$ cat src/verilog/kbd_consts.svh
`ifndef KBD_CONSTS_SVH
`define KBD_CONSTS_SVH

// Key matrix size
`define KBD_ROWS 8
`define KBD_COLS 8

// Clock cycles per row, 1 ms at 27 MHz
`define KBD_SCAN_PERIOD 27000

// Host event queue entries, power of two
`define KBD_QUEUE_DEPTH 8

`endif
$ cat src/verilog/kbd_scan_pkg.sv
`default_nettype none

`include "kbd_consts.svh"

// Types seen on the matrix side of the controller
package kbd_scan_pkg;

  typedef logic [$clog2(`KBD_ROWS)-1:0] row_idx_t;  // Active row number
  typedef logic [$clog2(`KBD_COLS)-1:0] col_idx_t;  // Column number

  // One row worth of sensed columns
  typedef struct packed {
    logic                 valid;    // Single-cycle strobe
    row_idx_t             row;      // Row that was driven
    logic [`KBD_COLS-1:0] pressed;  // 1 = key down
  } scan_sample_t;

  // One key changing state
  typedef struct packed {
    logic     valid;     // Single-cycle strobe
    row_idx_t row;
    col_idx_t col;
    logic     released;  // 0 = press, 1 = release
  } key_event_t;

endpackage

`default_nettype wire

$ cat src/verilog/kbd_code_pkg.sv
`default_nettype none

// Types seen by the host, plus the key layout
package kbd_code_pkg;

  typedef logic [6:0] char_code_t;  // 7-bit ASCII-style code

  typedef struct packed {
    logic       released;  // Bit 7, set on key release
    char_code_t code;
  } scancode_t;

  // ************************************************************
  // JIS layout, indexed as {row, col} in octal
  // ************************************************************
  function automatic char_code_t keymap_lookup(
    input kbd_scan_pkg::row_idx_t row,
    input kbd_scan_pkg::col_idx_t col
  );
    case ({row, col})
      6'o00: return 7'h10;  // E/J
      6'o01: return 7'h31;  // 1
      6'o02: return 7'h32;
      6'o03: return 7'h33;
      6'o04: return 7'h34;
      6'o05: return 7'h35;
      6'o06: return 7'h36;
      6'o07: return 7'h37;  // 7
      6'o10: return 7'h38;  // 8
      6'o11: return 7'h39;
      6'o12: return 7'h30;  // 0
      6'o13: return 7'h2D;  // Minus
      6'o14: return 7'h5E;  // Caret
      6'o15: return 7'h5C;  // Yen key
      6'o16: return 7'h08;  // Backspace
      6'o17: return 7'h15;  // Kana
      6'o20: return 7'h09;  // Tab
      6'o21: return 7'h51;  // Q
      6'o22: return 7'h57;
      6'o23: return 7'h45;
      6'o24: return 7'h52;
      6'o25: return 7'h54;
      6'o26: return 7'h59;
      6'o27: return 7'h55;  // U
      6'o30: return 7'h49;  // I
      6'o31: return 7'h4F;
      6'o32: return 7'h50;  // P
      6'o33: return 7'h40;  // At sign
      6'o34: return 7'h5B;  // Open bracket
      6'o35: return 7'h20;  // Space
      6'o36: return 7'h0A;  // Enter as LF
      6'o37: return 7'h13;  // Henkan
      6'o40: return 7'h0F;  // Caps lock
      6'o41: return 7'h41;  // A
      6'o42: return 7'h53;
      6'o43: return 7'h44;
      6'o44: return 7'h46;
      6'o45: return 7'h47;
      6'o46: return 7'h48;
      6'o47: return 7'h4A;  // J
      6'o50: return 7'h4B;  // K
      6'o51: return 7'h4C;  // L
      6'o52: return 7'h3B;  // Semicolon
      6'o53: return 7'h3A;  // Colon
      6'o54: return 7'h5D;  // Close bracket
      6'o55: return 7'h12;  // Alt
      6'o56: return 7'h14;  // Muhenkan
      6'o57: return 7'h1C;  // Cursor up
      6'o60: return 7'h0E;  // Shift
      6'o61: return 7'h11;  // Ctrl
      6'o62: return 7'h5A;  // Z
      6'o63: return 7'h58;
      6'o64: return 7'h43;
      6'o65: return 7'h56;
      6'o66: return 7'h42;
      6'o67: return 7'h4E;  // N
      6'o70: return 7'h4D;  // M
      6'o71: return 7'h2C;  // Comma
      6'o72: return 7'h2E;  // Period
      6'o73: return 7'h2F;  // Slash
      6'o74: return 7'h5F;  // Underscore key
      6'o75: return 7'h1F;  // Cursor left
      6'o76: return 7'h1D;  // Cursor down
      6'o77: return 7'h1E;  // Cursor right
      default: return 7'h00;
    endcase
  endfunction

endpackage

`default_nettype wire

$ cat src/verilog/kbd_ctrl.sv
`timescale 1ns/1ps
`default_nettype none

`include "kbd_consts.svh"

module kbd_ctrl #(
  parameter int scan_period = `KBD_SCAN_PERIOD
) (
  input  logic                    clk,
  input  logic                    rst,
  input  logic [`KBD_COLS-1:0]    key_col_n,   // Column sense, low = pressed
  output logic [`KBD_ROWS-1:0]    key_row,     // Open-drain row drive
  output logic [3:0]              queue_len,
  input  logic                    queue_ren,   // One-cycle pop strobe
  output kbd_code_pkg::scancode_t queue
);

  import kbd_scan_pkg::*;
  import kbd_code_pkg::*;

  scan_sample_t sample;
  key_event_t   key_event;
  logic         code_valid;
  scancode_t    code;

  // ************************************************************
  // Scan, detect, map, queue
  // ************************************************************
  kbd_row_scan #(
    .scan_period (scan_period)
  ) row_scan_i (
    .clk       (clk),
    .rst       (rst),
    .key_col_n (key_col_n),
    .key_row   (key_row),
    .sample    (sample)
  );

  kbd_change_detect change_detect_i (
    .clk       (clk),
    .rst       (rst),
    .sample    (sample),
    .key_event (key_event)
  );

  kbd_keymap keymap_i (
    .clk        (clk),
    .rst        (rst),
    .key_event  (key_event),
    .code_valid (code_valid),
    .code       (code)
  );

  // Host side
  kbd_event_fifo event_fifo_i (
    .clk        (clk),
    .rst        (rst),
    .code_valid (code_valid),
    .code       (code),
    .queue_ren  (queue_ren),
    .queue_len  (queue_len),
    .queue      (queue)
  );

endmodule

`default_nettype wire

$ cat src/verilog/kbd_event_fifo.sv
`timescale 1ns/1ps
`default_nettype none

`include "kbd_consts.svh"

module kbd_event_fifo (
  input  logic                    clk,
  input  logic                    rst,
  input  logic                    code_valid,
  input  kbd_code_pkg::scancode_t code,
  input  logic                    queue_ren,
  output logic [3:0]              queue_len,
  output kbd_code_pkg::scancode_t queue
);

  import kbd_code_pkg::*;

  localparam int depth = `KBD_QUEUE_DEPTH;
  localparam int ptr_w = $clog2(depth);

  scancode_t        mem [depth];
  logic [ptr_w-1:0] wr_ptr;
  logic [ptr_w-1:0] rd_ptr;
  logic [3:0]       count;      // Entries held, 0 to depth
  logic             full;
  logic             empty;
  logic             do_wr;
  logic             do_rd;

  assign full  = (count == 4'(depth));
  assign empty = (count == '0);
  assign do_wr = code_valid & ~full;    // Dropped when full
  assign do_rd = queue_ren & ~empty;    // Ignored when empty

  // ************************************************************
  // Pointers and occupancy
  // ************************************************************
  always_ff @(posedge clk or posedge rst) begin
    if (rst) begin
      wr_ptr <= '0;
      rd_ptr <= '0;
      count  <= '0;
    end else begin
      if (do_wr) begin
        wr_ptr <= wr_ptr + 1'b1;        // Wraps at depth
      end
      if (do_rd) begin
        rd_ptr <= rd_ptr + 1'b1;
      end
      case ({do_wr, do_rd})
        2'b10:   count <= count + 1'b1;
        2'b01:   count <= count - 1'b1;
        default: count <= count;        // Push and pop cancel
      endcase
    end
  end

  always_ff @(posedge clk) begin
    if (do_wr) begin
      mem[wr_ptr] <= code;
    end
  end

  assign queue_len = count;
  assign queue     = empty ? '0 : mem[rd_ptr];  // Head entry

endmodule

`default_nettype wire

$ cat src/verilog/kbd_keymap.sv
`timescale 1ns/1ps
`default_nettype none

module kbd_keymap (
  input  logic                     clk,
  input  logic                     rst,
  input  kbd_scan_pkg::key_event_t key_event,
  output logic                     code_valid,
  output kbd_code_pkg::scancode_t  code
);

  import kbd_code_pkg::*;

  logic      valid_q;
  scancode_t code_q;

  always_ff @(posedge clk or posedge rst) begin
    if (rst) begin
      valid_q <= 1'b0;
    end else begin
      valid_q <= key_event.valid;
    end
  end

  // Layout lookup, release flag lands in bit 7
  always_ff @(posedge clk) begin
    if (key_event.valid) begin
      code_q <= '{released: key_event.released,
                  code:     keymap_lookup(key_event.row, key_event.col)};
    end
  end

  assign code_valid = valid_q;
  assign code       = code_q;

endmodule

`default_nettype wire

$ cat src/verilog/kbd_change_detect.sv
`timescale 1ns/1ps
`default_nettype none

`include "kbd_consts.svh"

module kbd_change_detect (
  input  logic                       clk,
  input  logic                       rst,
  input  kbd_scan_pkg::scan_sample_t sample,
  output kbd_scan_pkg::key_event_t   key_event
);

  import kbd_scan_pkg::*;

  logic [`KBD_COLS-1:0] key_state [`KBD_ROWS];  // 1 = key held down
  logic [`KBD_COLS-1:0] diff;
  logic                 diff_any;
  col_idx_t             diff_col;                // Lowest changed column
  logic                 ev_valid;
  row_idx_t             ev_row;
  col_idx_t             ev_col;
  logic                 ev_released;

  assign diff     = key_state[sample.row] ^ sample.pressed;
  assign diff_any = |diff;

  // Scan from the top so the lowest set bit wins
  always_comb begin
    diff_col = '0;
    for (int c = `KBD_COLS - 1; c >= 0; c--) begin
      if (diff[c]) begin
        diff_col = col_idx_t'(c);
      end
    end
  end

  // ************************************************************
  // Bitmap update, one key per sample
  // ************************************************************
  always_ff @(posedge clk or posedge rst) begin
    if (rst) begin
      for (int r = 0; r < `KBD_ROWS; r++) begin
        key_state[r] <= '0;                      // All released
      end
      ev_valid <= 1'b0;
    end else begin
      ev_valid <= sample.valid & diff_any;
      // Other changed keys in the row wait for the next scan
      if (sample.valid && diff_any) begin
        key_state[sample.row][diff_col] <= sample.pressed[diff_col];
      end
    end
  end

  always_ff @(posedge clk) begin
    if (sample.valid) begin
      ev_row      <= sample.row;
      ev_col      <= diff_col;
      ev_released <= ~sample.pressed[diff_col];  // New state was up
    end
  end

  assign key_event = '{valid: ev_valid, row: ev_row, col: ev_col, released: ev_released};

endmodule

`default_nettype wire

$ cat src/verilog/kbd_row_scan.sv
`timescale 1ns/1ps
`default_nettype none

`include "kbd_consts.svh"

module kbd_row_scan #(
  parameter int scan_period = `KBD_SCAN_PERIOD  // Even, 4 or more
) (
  input  logic                       clk,
  input  logic                       rst,
  input  logic [`KBD_COLS-1:0]       key_col_n,
  output logic [`KBD_ROWS-1:0]       key_row,
  output kbd_scan_pkg::scan_sample_t sample
);

  import kbd_scan_pkg::*;

  localparam int cnt_w = $clog2(scan_period);
  localparam logic [cnt_w-1:0] cnt_last = cnt_w'(scan_period - 1);
  localparam logic [cnt_w-1:0] cnt_mid = cnt_w'(scan_period / 2);
  localparam logic [`KBD_ROWS-1:0] row_one = 1;

  logic [cnt_w-1:0]     scan_cnt;     // Position within one row period
  row_idx_t             row_idx;      // Row being driven
  logic                 smp_valid;
  row_idx_t             smp_row;
  logic [`KBD_COLS-1:0] smp_pressed;

  // Open-drain drive, only the active row pulls low
  assign key_row = ~(row_one << row_idx);

  // ************************************************************
  // Period counter and row index
  // ************************************************************
  always_ff @(posedge clk or posedge rst) begin
    if (rst) begin
      scan_cnt  <= '0;
      row_idx   <= '0;
      smp_valid <= 1'b0;
    end else begin
      smp_valid <= (scan_cnt == cnt_mid);    // Mid-period strobe
      if (scan_cnt == cnt_last) begin
        scan_cnt <= '0;
        row_idx  <= row_idx + 1'b1;          // Next row on wrap
      end else begin
        scan_cnt <= scan_cnt + 1'b1;
      end
    end
  end

  // Columns have settled by mid-period
  always_ff @(posedge clk) begin
    if (scan_cnt == cnt_mid) begin
      smp_row     <= row_idx;
      smp_pressed <= ~key_col_n;             // Active-low sense lines
    end
  end

  assign sample = '{valid: smp_valid, row: smp_row, pressed: smp_pressed};

endmodule

`default_nettype wire

$ cat config.mk
export PLATFORM = sky130hd
export DESIGN_NAME = kbd_ctrl
export DESIGN_NICKNAME = d
export VERILOG_FILES = /design/src/verilog/kbd_scan_pkg.sv /design/src/verilog/kbd_code_pkg.sv /design/src/verilog/kbd_ctrl.sv /design/src/verilog/kbd_event_fifo.sv /design/src/verilog/kbd_keymap.sv /design/src/verilog/kbd_change_detect.sv /design/src/verilog/kbd_row_scan.sv
export VERILOG_INCLUDE_DIRS = /design/src /design/src/verilog
export SDC_FILE = /design/constraint.sdc
export NUM_CORES = 1
export LEC_CHECK = 0
export ABC_AREA = 1
export BUFFER_PORTS_ARGS = -buffer_cell sky130_fd_sc_hd__buf_2
export CAP_MARGIN = 20
export CORE_ASPECT_RATIO = 0.75
export CORE_MARGIN = 5
export CORE_UTILIZATION = 57
export DETAILED_ROUTE_END_ITERATION = 10
export PLACE_DENSITY = 0.79
export SLEW_MARGIN = 20
export SYNTH_ARGS = -nofsm -noshare
export SYNTH_HDL_FRONTEND = slang
export SYNTH_SLANG_ARGS = --single-unit
$ cat constraint.sdc
create_clock -name clk -period 2.45 [get_ports clk]
set_input_delay 0.1225 -clock clk [delete_from_list [all_inputs] [get_ports clk]]
set_output_delay 0.1225 -clock clk [all_outputs]
set_load 0.05 [all_outputs]
* Yosys cells after proc, flatten, opt, wreduce, memory -nomap -nowiden
Memory sizes are Yosys's and may differ from the RTL's. A register that Yosys moved wholly into a read port is not among the register bits.
Cells that the tools add are included.
** Word-level totals
- Word-level logic and storage cells :: 79
- Memory bits (writable) :: 64
- Bits in read-only memories :: 448
- Output and inout port bits :: 20
- Memories kept :: 2
- Bits of input ports :: 11
- Register bits :: 114
** Cells by class
- Equal/unequal tests :: 5
- Bitwise logic cells :: 10
- Reductions and logical operators :: 6
- Shift-type cells :: 1
- $lt $le $gt $ge :: 4
- $add $sub $neg :: 6
- Muxes and demuxes :: 23
** Memories
- (name not given) :: depth 64, bits a word 7, read ports 1, clocked after memory_dff 1, write ports 0, line kbd_code_pkg.sv:20 : case ({row, col})
- event_fifo_i.mem :: depth 8, bits a word 8, read ports 1, clocked after memory_dff 0, write ports 1, line kbd_event_fifo.sv:21 : scancode_t mem [depth];
** Operators by type and width (count)
- 64-bit bitwise mux :: 1
- 8-bit 2-to-1 mux :: 4
- 8-bit binary-select mux with 3-bit select :: 1
- 8-bit demux with 3-bit select :: 1
- 3-bit 2-to-1 mux :: 8
- 8-bit NOT :: 2
- 15-bit by 1-bit adder with 15-bit output (second input constant) :: 1
- 15-bit by 14-bit equality test with 1-bit output (second input constant) :: 1
- 15-bit equality test (second input constant) :: 1
- 15-bit 2-to-1 mux :: 1
- 3-bit by 1-bit adder with 3-bit output (second input constant) :: 3
- 4-bit case mux with 2 select lines :: 1
- 8-bit OR reduction :: 1
- 1-bit by 3-bit << shifter with 8-bit output (first input constant) :: 1
- 8-bit bitwise XOR :: 1
- 4-bit by 1-bit adder with 4-bit output (second input constant) :: 1
- 4-bit equality test (second input constant) :: 1
- 4-bit >= comparator (second input constant) :: 1
- 4-bit zero test :: 1
- 3-bit by 4-bit < comparator with 1-bit output (second input constant) :: 1
- 4-bit by 1-bit < comparator with 1-bit output (second input constant) :: 1
- 1-bit 2-to-1 mux :: 4
- 3-bit NOT with 4-bit output :: 1
- 4-bit by 1-bit subtractor with 4-bit output (second input constant) :: 1
- 9 further kinds :: 15

* Longest topological paths before layout
Gate-level depths: netlist of the first run.
- Word-level depth :: 20
- Gate-level depth with buffers :: 24
- Gate-level depth less buffers :: 22

* Modules after synthesis
From an unflattened synthesis of the first run, not the netlist that was laid out.
** Second synthesis, totals
- Cell total of the unflattened synthesis :: 1281
- Area, all modules :: 10121.0 um^2
** By module, submodules not included
- kbd_change_detect :: area each 4399.2 um^2, instances 1, sequential area each 1836.8 um^2, cells each 665
- kbd_event_fifo :: area each 3143.0 um^2, instances 1, sequential area each 2172.1 um^2, cells each 268
- kbd_row_scan :: area each 1570.3 um^2, instances 1, sequential area each 805.8 um^2, cells each 189
- kbd_keymap :: area each 1008.5 um^2, instances 1, sequential area each 265.3 um^2, cells each 159

* Worst setup path after synthesis of the first run
Ideal clock, no wire load.
- Path type :: register to register
- Start point :: register event_fifo_i.count[1] (netlist: event_fifo_i.queue_len[1])
- End point :: register event_fifo_i.count[3] (netlist: event_fifo_i.queue_len[3])
- Path buffers :: 0
- Required time :: 2.327 ns
- Cell stages (with the launch flop) :: 14
- Library setup time :: 0.123 ns
- Slack :: 0.013 ns
- Period minus slack after synthesis :: 2.437 ns
- Arrival time :: 2.313 ns
- Path through :: dfrtp_1 > nor2_1 > nand3_1 > nand2_1 > inv_1 > ha_1 > ha_1 > nand2_1 > nor2_1 > a211oi_1 > nor2_1 > nor2_1 > nand2_1 > xor2_1
** Between the ends
- Longest elaborated chain between the ends :: 5
- Elaborated cells on any way between the ends :: 12
- Classes of those cells :: 2 x add/sub; 3 x eq/ne; 1 x mux; 4 x bitwise; 2 x reduce/logical
** RTL lines
- start, declared :: line kbd_event_fifo.sv:24 : logic [3:0] count;
- start signal, assigned :: line kbd_event_fifo.sv:51 : 2'b10: count <= count + 1'b1;
- start signal, assigned :: line kbd_event_fifo.sv:52 : 2'b01: count <= count - 1'b1;
- start signal, assigned :: line kbd_event_fifo.sv:53 : default: count <= count;
- 4-bit zero test (*) :: line kbd_event_fifo.sv:31 : assign empty = (count == '0);
- 1-bit NOT (*) :: line kbd_event_fifo.sv:33 : assign do_rd = queue_ren & ~empty;
- 1-bit bitwise AND (*) :: line kbd_event_fifo.sv:33
- net event_fifo_i.do_rd :: line kbd_event_fifo.sv:28 : logic do_rd;
- 2-bit by 1-bit equality test with 1-bit output or 2-bit equality test (tied branches) :: line kbd_event_fifo.sv:50 : case ({do_wr, do_rd})
- 4-bit case mux with 2 select lines or 2-bit nonzero test (tied branches)
The timed path passes the listed nets; every way through them passes the cells marked *.
A chain may end at the register's enable or synchronous reset.

* Worst setup path after layout of the first run
- Start point :: register row_scan_i.smp_row[0]
- End point :: register change_detect_i.ev_released, data pin
** Between the ends
- Longest elaborated chain between the ends :: 16
** RTL lines
- start, declared :: line kbd_row_scan.sv:26 : row_idx_t smp_row;
- start signal, assigned :: line kbd_row_scan.sv:54 : smp_row <= row_idx;
- 3-bit NOT with 4-bit output (implied by the code) (*) :: line kbd_change_detect.sv:24 : assign diff = key_state[sample.row] ^ sample.pressed;
- 8-bit binary-select mux with 3-bit select (*) :: line kbd_change_detect.sv:24
- 8-bit 2-to-1 mux (implied by the code) (*) (2 in a row) :: line kbd_change_detect.sv:24
- 8-bit bitwise XOR (*) :: line kbd_change_detect.sv:24
- 3-bit 2-to-1 mux (7 in a row) :: line kbd_change_detect.sv:31 : if (diff[c]) begin
- 3-bit 2-to-1 mux (*) :: line kbd_change_detect.sv:31
- 1-bit binary-select mux with 3-bit select (*) :: line kbd_change_detect.sv:59 : ev_released <= ~sample.pressed[diff_col];
- 1-bit 2-to-1 mux (implied by the code) (*) :: line kbd_change_detect.sv:59
- 1-bit NOT (*) :: line kbd_change_detect.sv:59
- end signal, assigned :: line kbd_change_detect.sv:59
- end, declared :: line kbd_change_detect.sv:22 : logic ev_released;
Every way passes the cells marked *; elsewhere a longest branch is shown, timed or not. The select of a mux whose other input is x is not followed.

==> impl_metrics.json, run 1 <==
{
  "yosys-top-cells-count": "sky130_fd_sc_hd__nand2_1 (387), sky130_fd_sc_hd__nor2_1 (162), sky130_fd_sc_hd__inv_1 (126), sky130_fd_sc_hd__o21ai_0 (97), sky130_fd_sc_hd__dfrtp_1 (95)",
  "achievable-frequency_mhz": 336,
  "min_path_type": "in -> async",
  "tritoncts.num_buffers": 17,
  "globalRoute.totalOverflow": 0,
  "critical-path-slowest-cell": "sky130_fd_sc_hd__edfxtp_1",
  "yosysWarnings": 0,
  "grt.total_usage_pct": 26.6,
  "syn_area_per_cell_sq_um": 8.08,
  "power_per_cell_area_mw_per_mm2": 644,
  "synth.top_cell.area_share_pct": 27.8,
  "post_route_cells_drive_above_1_share_pct": 24.4,
  "grt_pass1_vias": 8106,
  "power.ir.vdd_worst_v": 0.000752,
  "yosys-top-cells-area": "sky130_fd_sc_hd__edfxtp_1 (28%), sky130_fd_sc_hd__dfrtp_1 (24%), sky130_fd_sc_hd__nand2_1 (15%)",
  "ff_latch_area_sq_mm": 0.00508,
  "core_area_sq_mm": 0.0168,
  "initial_core_util_pct": 57.9,
  "finalCritPeriodShare_pct": 121,
  "critPathRequiredTime_ns": 2.67,
  "gp_congestion": 0.943,
  "synth_seq_cells": 185,
  "synth_area_sq_mm": 0.00972,
  "remaining_drc_errors": 0,
  "detailroute.via_count": 9028,
  "regToRegEndpoint": "change_detect_i.ev_released",
  "worst_r2r_startpoint": "row_scan_i.smp_row[0]",
  "crit_top_cell": "sky130_fd_sc_hd__nand2_1",
  "final_hold_viol_count": 0,
  "clock_insertion_delay_worst_skew_ns": 0.45,
  "drt-vias-per-instance": 5.77,
  "cts.sinks": 185,
  "timing.critical_path.cells": "buf_6 > buf_4 > nand2_1 > nand2_1 > nand2_1 > nand2_1 > nand2_1 > nand2_1 > nand2_1 > nand2_2 > nor2_4 > inv_2 > nor2_1 > nand3_1 > nand2_1 > nor2_4 > nand2_4 > buf_12 > buf_6 > inv_2",
  "yosysSeqAreaShare_pct": 52.3,
  "hold-worst-slack_ns": 0.151,
  "dpl.hpwl_um": 16200,
  "cts_max_path_buffers": 2,
  "slew-limit-headroom_pct": 61.5,
  "drc_marker_count_from_the_first_detailed_route_iteration": 1226,
  "num-nets-final": 1366,
  "die_width_um": 161,
  "timing_max_transition_violations_final": 0,
  "nFillCells": 1107,
  "port-buffer-count": 30,
  "cts_htree_levels": 4,
  "synth_edf_count": 90,
  "dp.cells": 1485,
  "power_leakage_nw": 5.84,
  "violations": "negative setup slack",
  "cp_max_fo": 7,
  "detail_route.wirelength_um": 27800,
  "run_status": "finished, violations left",
  "worst_ep_arrival_time_ns": 3.19,
  "die_h_um": 123,
  "cts-root-buf": "sky130_fd_sc_hd__clkbuf_16",
  "synth_nets": 1233,
  "pin_count_of_the_biggest_net_entering_global_routing": 55,
  "final_standard_cell_count_with_taps_included_and_fillers_excluded": 1564,
  "number_of_antenna_violations_at_the_first_check_in_global_routing": 0,
  "rsz0062_at_grt": "yes",
  "worstSetupPathType": "reg -> reg",
  "reg2reg_slack_ns": -0.53,
  "critical_path.startpoint_type": "register",
  "worst-r2r-cell-count": 20,
  "worst_clock_skew_ns": 0.0108,
  "syn2layout_area_growth_pct": 28.1,
  "postSynth.topFlopCell": "sky130_fd_sc_hd__dfrtp_1",
  "fp.dieArea_sq_mm": 0.0198,
  "syn-instance-count": 1203,
  "num_rows": 41,
  "count_of_unique_library_cells_instantiated_by_yosys": 39,
  "cap_viol_max_count": 0,
  "antenna_cells_inserted": 0,
  "tritoncts": "yes",
  "grt_first_pass_wirelength_um": 41700,
  "crit_path_max_incr_delay_ns": 0.47,
  "worst_setup_hold_path_clk_slew_ns": 0.08,
  "finalWorstSetupSlack_ns": -0.525,
  "worst_pin_slew_ns": 0.578,
  "synth_largest_area_cell": "sky130_fd_sc_hd__edfxtp_1",
  "drtPass1Iterations": 8,
  "multi_input_area_sq_mm": 0.00444,
  "synth-async-reset-ratio_pct": 51.4,
  "top_level_ports": 31,
  "postRouteAntennaNets": 0,
  "finalSetupViolations": 65,
  "synth.most_common_cell": "sky130_fd_sc_hd__nand2_1",
  "routed_wire_length_per_instance_um": 17.8,
  "category_of_the_worst_setup_path_capture_point": "register",
  "min_period_ns": 2.98
}
==> metal layers <==
| metal | GRT usage, % | vias up | wire length (um) |
|---|---|---|---|
| met5 | 0 | - | 0 |
| li1 | - | 4167 | - |
| met4 | 6.82 | 0 | 748 |
| met1 | 39.1 | 4224 | 11600 |
| met2 | 41.3 | 546 | 12600 |
| met3 | 5.23 | 91 | 2910 |
==> sequential cells by signal, indices dropped and copies added, names as in the netlist, 3 cells and up <==
| signal | count |
|---|---|
| change_detect_i.ev_col | 3 |
| change_detect_i.ev_row | 3 |
| change_detect_i.key_state | 64 |
| event_fifo_i.mem | 64 |
| event_fifo_i.queue_len | 4 |
| event_fifo_i.rd_ptr | 3 |
| event_fifo_i.wr_ptr | 3 |
| keymap_i.code | 8 |
| row_scan_i.row_idx | 3 |
| row_scan_i.scan_cnt | 15 |
| row_scan_i.smp_pressed | 8 |
| row_scan_i.smp_row | 3 |
==> power by group <==
part | total (W) | switching [W] | leakage [nW] | internal (W)
registers | 0.00335 | 0.0000561 | 2.03 | 0.00330
logic | 0.00187 | 0.00137 | 3.52 | 0.000493
clock network | 0.00280 | 0.00142 | 0.286 | 0.00139
==> area by class of cell <==
| cell class | count | area share, % |
|---|---|---|
| multi-input combinational | 841 | 35.7 |
| tap | 215 | 2.16 |
| clock inverter | 14 | 1.34 |
| clock buffer | 18 | 3.45 |
| timing repair buffer | 160 | 12.5 |
| inverter | 131 | 4.08 |
| sequential | 185 | 40.8 |
==> cells by family (layout without fill, tap and decap cells) <==
group	count (synthesis)	in the layout	synth area share (%)
buf+inv	178	323	7.79
fa+ha+maj	19	19	2.52
flops	185	185	52.3
simple gates	637	638	26.3
compound gates	175	175	10.3
xor+xnor	9	9	0.811
==> critical path: cells and delay by family (launching register included) <==
kind,cells,cell delay (ns)
simple gates,14,1.56
buf+inv,6,0.71
flops,1,0.47
==> per-stage QoR <==
| stage | worst slack, ns | utilization [%] | power (W) | area, sq um | setup TNS (ns) |
|---|---|---|---|---|---|
| final | -0.525 | 74.2 | 0.00802 | 12400 | -29.81 |
| after global placement | -0.229 | 63.4 | 0.00517 | 10600 | -12.76 |
| after CTS | -0.224 | 70.3 | 0.00799 | 11800 | -13.24 |
| after floorplan | 0.0135 | - | 0.00474 | 9720 | 0 |
| after global routing | -0.648 | 74.2 | 0.00833 | 12400 | -38.19 |
| after detailed placement | -0.275 | 63.4 | 0.00523 | 10600 | -15.33 |
==> worst max path at each step <==
| stage | start | to | slack, ns | depth (start not counted) |
|---|---|---|---|---|
| 2_1_floorplan | event_fifo_i.queue_len[1] | event_fifo_i.queue_len[3] | 0.01 | 13 |
| 3_3_place_gp | row_scan_i.smp_row[0] | change_detect_i.key_state[63] | -0.23 | 22 |
| 3_5_place_dp | row_scan_i.smp_row[0] | change_detect_i.key_state[30] | -0.27 | 22 |
| 4_1_cts | row_scan_i.smp_row[0] | change_detect_i.key_state[62] | -0.22 | 23 |
| 5_1_grt | row_scan_i.smp_row[0] | change_detect_i.ev_released | -0.65 | 20 |
| 6_report | row_scan_i.smp_row[0] | change_detect_i.ev_released | -0.53 | 20 |
==> cells in the final DEF, fill, tap and decap left out, types with 4 or more instances in the layout <==
master | netlist | routed
sky130_fd_sc_hd__inv_1 | 126 | 116
sky130_fd_sc_hd__nand2_1 | 387 | 320
sky130_fd_sc_hd__buf_12 | 0 | 14
sky130_fd_sc_hd__inv_6 | 0 | 4
sky130_fd_sc_hd__clkbuf_16 | 0 | 22
sky130_fd_sc_hd__nand2_2 | 3 | 56
sky130_fd_sc_hd__inv_2 | 3 | 8
sky130_fd_sc_hd__nor2_1 | 162 | 152
sky130_fd_sc_hd__buf_6 | 8 | 21
sky130_fd_sc_hd__o22ai_1 | 11 | 11
sky130_fd_sc_hd__nand3_1 | 27 | 21
sky130_fd_sc_hd__o31ai_4 | 0 | 5
sky130_fd_sc_hd__edfxtp_1 | 90 | 90
sky130_fd_sc_hd__o31ai_2 | 0 | 5
sky130_fd_sc_hd__buf_2 | 17 | 30
sky130_fd_sc_hd__a31oi_1 | 12 | 12
sky130_fd_sc_hd__xor2_1 | 8 | 8
sky130_fd_sc_hd__buf_4 | 2 | 76
sky130_fd_sc_hd__nor2_2 | 3 | 5
sky130_fd_sc_hd__nor2_4 | 0 | 8
sky130_fd_sc_hd__o31ai_1 | 18 | 8
sky130_fd_sc_hd__clkinvlp_4 | 0 | 4
sky130_fd_sc_hd__o211ai_1 | 5 | 5
sky130_fd_sc_hd__nand2_4 | 2 | 16
sky130_fd_sc_hd__o21ai_0 | 97 | 95
sky130_fd_sc_hd__nand3_2 | 0 | 6
sky130_fd_sc_hd__a21oi_1 | 17 | 17
sky130_fd_sc_hd__or2_2 | 10 | 10
sky130_fd_sc_hd__o21ai_1 | 5 | 7
sky130_fd_sc_hd__nand4_1 | 7 | 7
sky130_fd_sc_hd__nor3_2 | 0 | 16
sky130_fd_sc_hd__ha_1 | 18 | 17
sky130_fd_sc_hd__dlygate4sd3_1 | 0 | 10
sky130_fd_sc_hd__nor3_1 | 31 | 14
sky130_fd_sc_hd__dfrtp_1 | 95 | 94
==> repair_timing <==
| item | in CTS | in global routing |
|---|---|---|
| endpoints found under the setup margin | 65 | 69 |
| pin swaps | 11 | 34 |
| hold endpoints to repair | 70 | 0 |
| cloned | 5 | 8 |
| gates resized for setup | 55 | 134 |
| setup buffers | 18 | 11 |
| hold buffers | 10 | 0 |
No activity file was read; power rests on OpenSTA's default activity.
==> run 2: changes to the inputs <==
Clock period 2.45 ns to 2.6 ns, I/O delays scaled along.
==> impl_metrics.json, run 2 (synthesis gave the netlist of run 1 again) <==
{
  "internal_power_w": 0.00493,
  "global_route.usage.met2_pct": 36.0,
  "grt_pass1_vias": 7498,
  "port-buffer-count": 30,
  "top_regs": "change_detect_i.key_state (64), event_fifo_i.mem (64), row_scan_i.scan_cnt (15)",
  "cp_max_fo": 9,
  "p_total_w": 0.00750,
  "finalWorstSetupSlack_ns": -0.271,
  "number_of_antenna_violations_at_the_first_check_in_global_routing": 0,
  "initial_core_util_pct": 57.9,
  "global_route_met3_usage_pct": 4.83,
  "cap_viol_max_count": 0,
  "fp.dieArea_sq_mm": 0.0198,
  "rsz0062_at_grt": "yes",
  "drt-vias-per-instance": 5.58,
  "num-nets-final": 1327,
  "layout.cells.most_common": "sky130_fd_sc_hd__nand2_1",
  "finalSetupTns_ns": -15.69,
  "multi_input_area_sq_mm": 0.00411,
  "detail_route.wirelength_um": 25100,
  "critical_path.startpoint_type": "register",
  "tritoncts": "yes",
  "worst_setup_hold_path_clk_slew_ns": 0.08,
  "power_frac_clock_pct": 35.3,
  "grt.total_usage_pct": 24.4,
  "detailroute.via_count": 8513,
  "postRouteAntennaNets": 0,
  "gp_congestion": 0.942,
  "remaining_drc_errors": 0,
  "achievable-frequency_mhz": 348,
  "power_leakage_nw": 5.48,
  "core_area_sq_mm": 0.0168,
  "cts_htree_levels": 4,
  "antenna_cells_inserted": 0,
  "worst_ep_arrival_time_ns": 3.20,
  "final_hold_viol_count": 0,
  "cts_max_path_buffers": 2,
  "num_rows": 41,
  "violations": "negative setup slack",
  "syn2layout_area_growth_pct": 20.4,
  "nFillCells": 1196,
  "globalRoute.busiestLayer": "met1",
  "power.net_switching_w": 0.00257,
  "dpl.hpwl_um": 15700,
  "groute.layer.met1.usage_pct": 37.2,
  "power.ir.vdd_worst_v": 0.000483,
  "reg2reg_slack_ns": -0.27,
  "top_level_ports": 31,
  "cts-root-buf": "sky130_fd_sc_hd__clkbuf_16",
  "category_of_the_worst_setup_path_capture_point": "register",
  "clock_insertion_delay_worst_skew_ns": 0.44,
  "die_width_um": 161,
  "critPathRequiredTime_ns": 2.93,
  "pin_count_of_the_biggest_net_entering_global_routing": 70,
  "cts.sinks": 185,
  "reg_power_share_pct": 41.9,
  "drtPass1Iterations": 6,
  "min_period_ns": 2.87,
  "power_switching_share_pct": 34.3,
  "min_path_type": "in -> async",
  "die_h_um": 123,
  "layout.cells.most_common_list": "sky130_fd_sc_hd__nand2_1 (349), sky130_fd_sc_hd__nor2_1 (153), sky130_fd_sc_hd__inv_1 (121)",
  "routed_wire_length_per_instance_um": 16.5,
  "worst_pin_slew_ns": 0.675,
  "finalCritPeriodShare_pct": 110,
  "ff_latch_area_sq_mm": 0.00508,
  "globalRoute.totalOverflow": 0,
  "comb_power_share_pct": 22.8,
  "run_status": "finished, violations left",
  "worstSetupPathType": "reg -> reg",
  "power_per_cell_area_mw_per_mm2": 641,
  "worst_clock_skew_ns": 0.00998,
  "post_route_cells_drive_above_1_share_pct": 17.0,
  "timing_max_transition_violations_final": 0,
  "grt_first_pass_wirelength_um": 38600,
  "finalSetupViolations": 65,
  "layout.core_utilization_pct": 69.8,
  "slew-limit-headroom_pct": 54.8,
  "drc_marker_count_from_the_first_detailed_route_iteration": 1041,
  "tritoncts.num_buffers": 17
}
==> run 2: cell types whose count changed in the layout (fill, tap and decap cells not counted), moves of 13 or more <==
cell	previous run	this run
sky130_fd_sc_hd__nor3_1	14	31
sky130_fd_sc_hd__nand2_2	56	36
sky130_fd_sc_hd__nand2_1	320	349
sky130_fd_sc_hd__buf_6	21	8
sky130_fd_sc_hd__buf_4	76	55
sky130_fd_sc_hd__nor3_2	16	0
==> run 2: critical path, cell delays in order, from the launching register on <==
cell and delay (ns):
sky130_fd_sc_hd__edfxtp_1 0.52, sky130_fd_sc_hd__buf_6 0.19, sky130_fd_sc_hd__buf_6 0.14, sky130_fd_sc_hd__nand2_1 0.08, sky130_fd_sc_hd__nand2_1 0.05, sky130_fd_sc_hd__nand2_1 0.06, sky130_fd_sc_hd__nand2_1 0.08, sky130_fd_sc_hd__nand2_1 0.09
sky130_fd_sc_hd__nand2_1 0.08, sky130_fd_sc_hd__nand2_1 0.09, sky130_fd_sc_hd__nand2_2 0.09, sky130_fd_sc_hd__nor2_4 0.16, sky130_fd_sc_hd__inv_2 0.07, sky130_fd_sc_hd__a31o_1 0.24, sky130_fd_sc_hd__nand3_2 0.10, sky130_fd_sc_hd__nand2_2 0.06
sky130_fd_sc_hd__nor2_4 0.17, sky130_fd_sc_hd__nand2_4 0.16, sky130_fd_sc_hd__buf_12 0.18, sky130_fd_sc_hd__nand2_1 0.08, sky130_fd_sc_hd__nand2_1 0.06
==> run 2: worst paths after layout <==
check / startpoint / end / cells after the start
max: row_scan_i.smp_row[0] / change_detect_i.key_state[56] / 20
min: rst / change_detect_i.key_state[28] / 3
max reg2reg: row_scan_i.smp_row[0] / change_detect_i.key_state[56] / 20
min reg2reg: change_detect_i.ev_released / keymap_i.code[7] / 0
max in group asynchronous: rst / row_scan_i.row_idx[2] / 4
min in group clk: change_detect_i.ev_released / keymap_i.code[7] / 0
==> run 2: final cells by class <==
class                           count  area share (%)
Clock buffer                       18            3.67
Tap cell                          215            2.30
Sequential cell                   185            43.4
Inverter                          131            4.29
Timing Repair Buffer              121            9.73
Clock inverter                     14            1.51
Multi-Input combinational cell    841            35.1
==> run 2: repair_timing <==
item | 4_1_cts | 5_1_grt
resized for setup | 4 | 73
hold buffers | 10 | 0
hold endpoints to repair | 35 | 0
endpoints found under the setup margin | 19 | 65
pin swaps | 0 | 14
buffers inserted | 1 | 11
cloned | 0 | 11
==> run 2: stage by stage <==
stage | instance area [sq um] | setup slack (ns) | hold slack [ns] | std cells
2_1_floorplan | 9720 | 0.163 | 0.261 | 1203
3_3_place_gp | 10400 | 0.0124 | 0.241 | 1460
3_5_place_dp | 10400 | -0.0739 | 0.237 | 1460
4_1_cts | 11200 | -0.0136 | 0.323 | 1503
5_1_grt | 11700 | -0.375 | 0.356 | 1525
6_report | 11700 | -0.271 | 0.306 | 1525
==> run 2: power groups by stage <==
stage                     Sequential [W]  Combinational [W]  Clock, W
after floorplan                  0.00333            0.00114         0
after detailed placement         0.00321            0.00169         0
after global placement           0.00321            0.00166         0
final                            0.00315            0.00171   0.00265
after CTS                        0.00315            0.00171   0.00266
after global routing             0.00316            0.00187   0.00281
==> run 2: metal layers <==
| metal | vias up | share of wire (%) | wire [um] |
|---|---|---|---|
| met5 | - | 0 | 0 |
| met1 | 3945 | 45 | 11300 |
| met2 | 425 | 44 | 11000 |
| met3 | 58 | 9.6 | 2400 |
| li1 | 4085 | - | - |
| met4 | 0 | 1.7 | 433 |
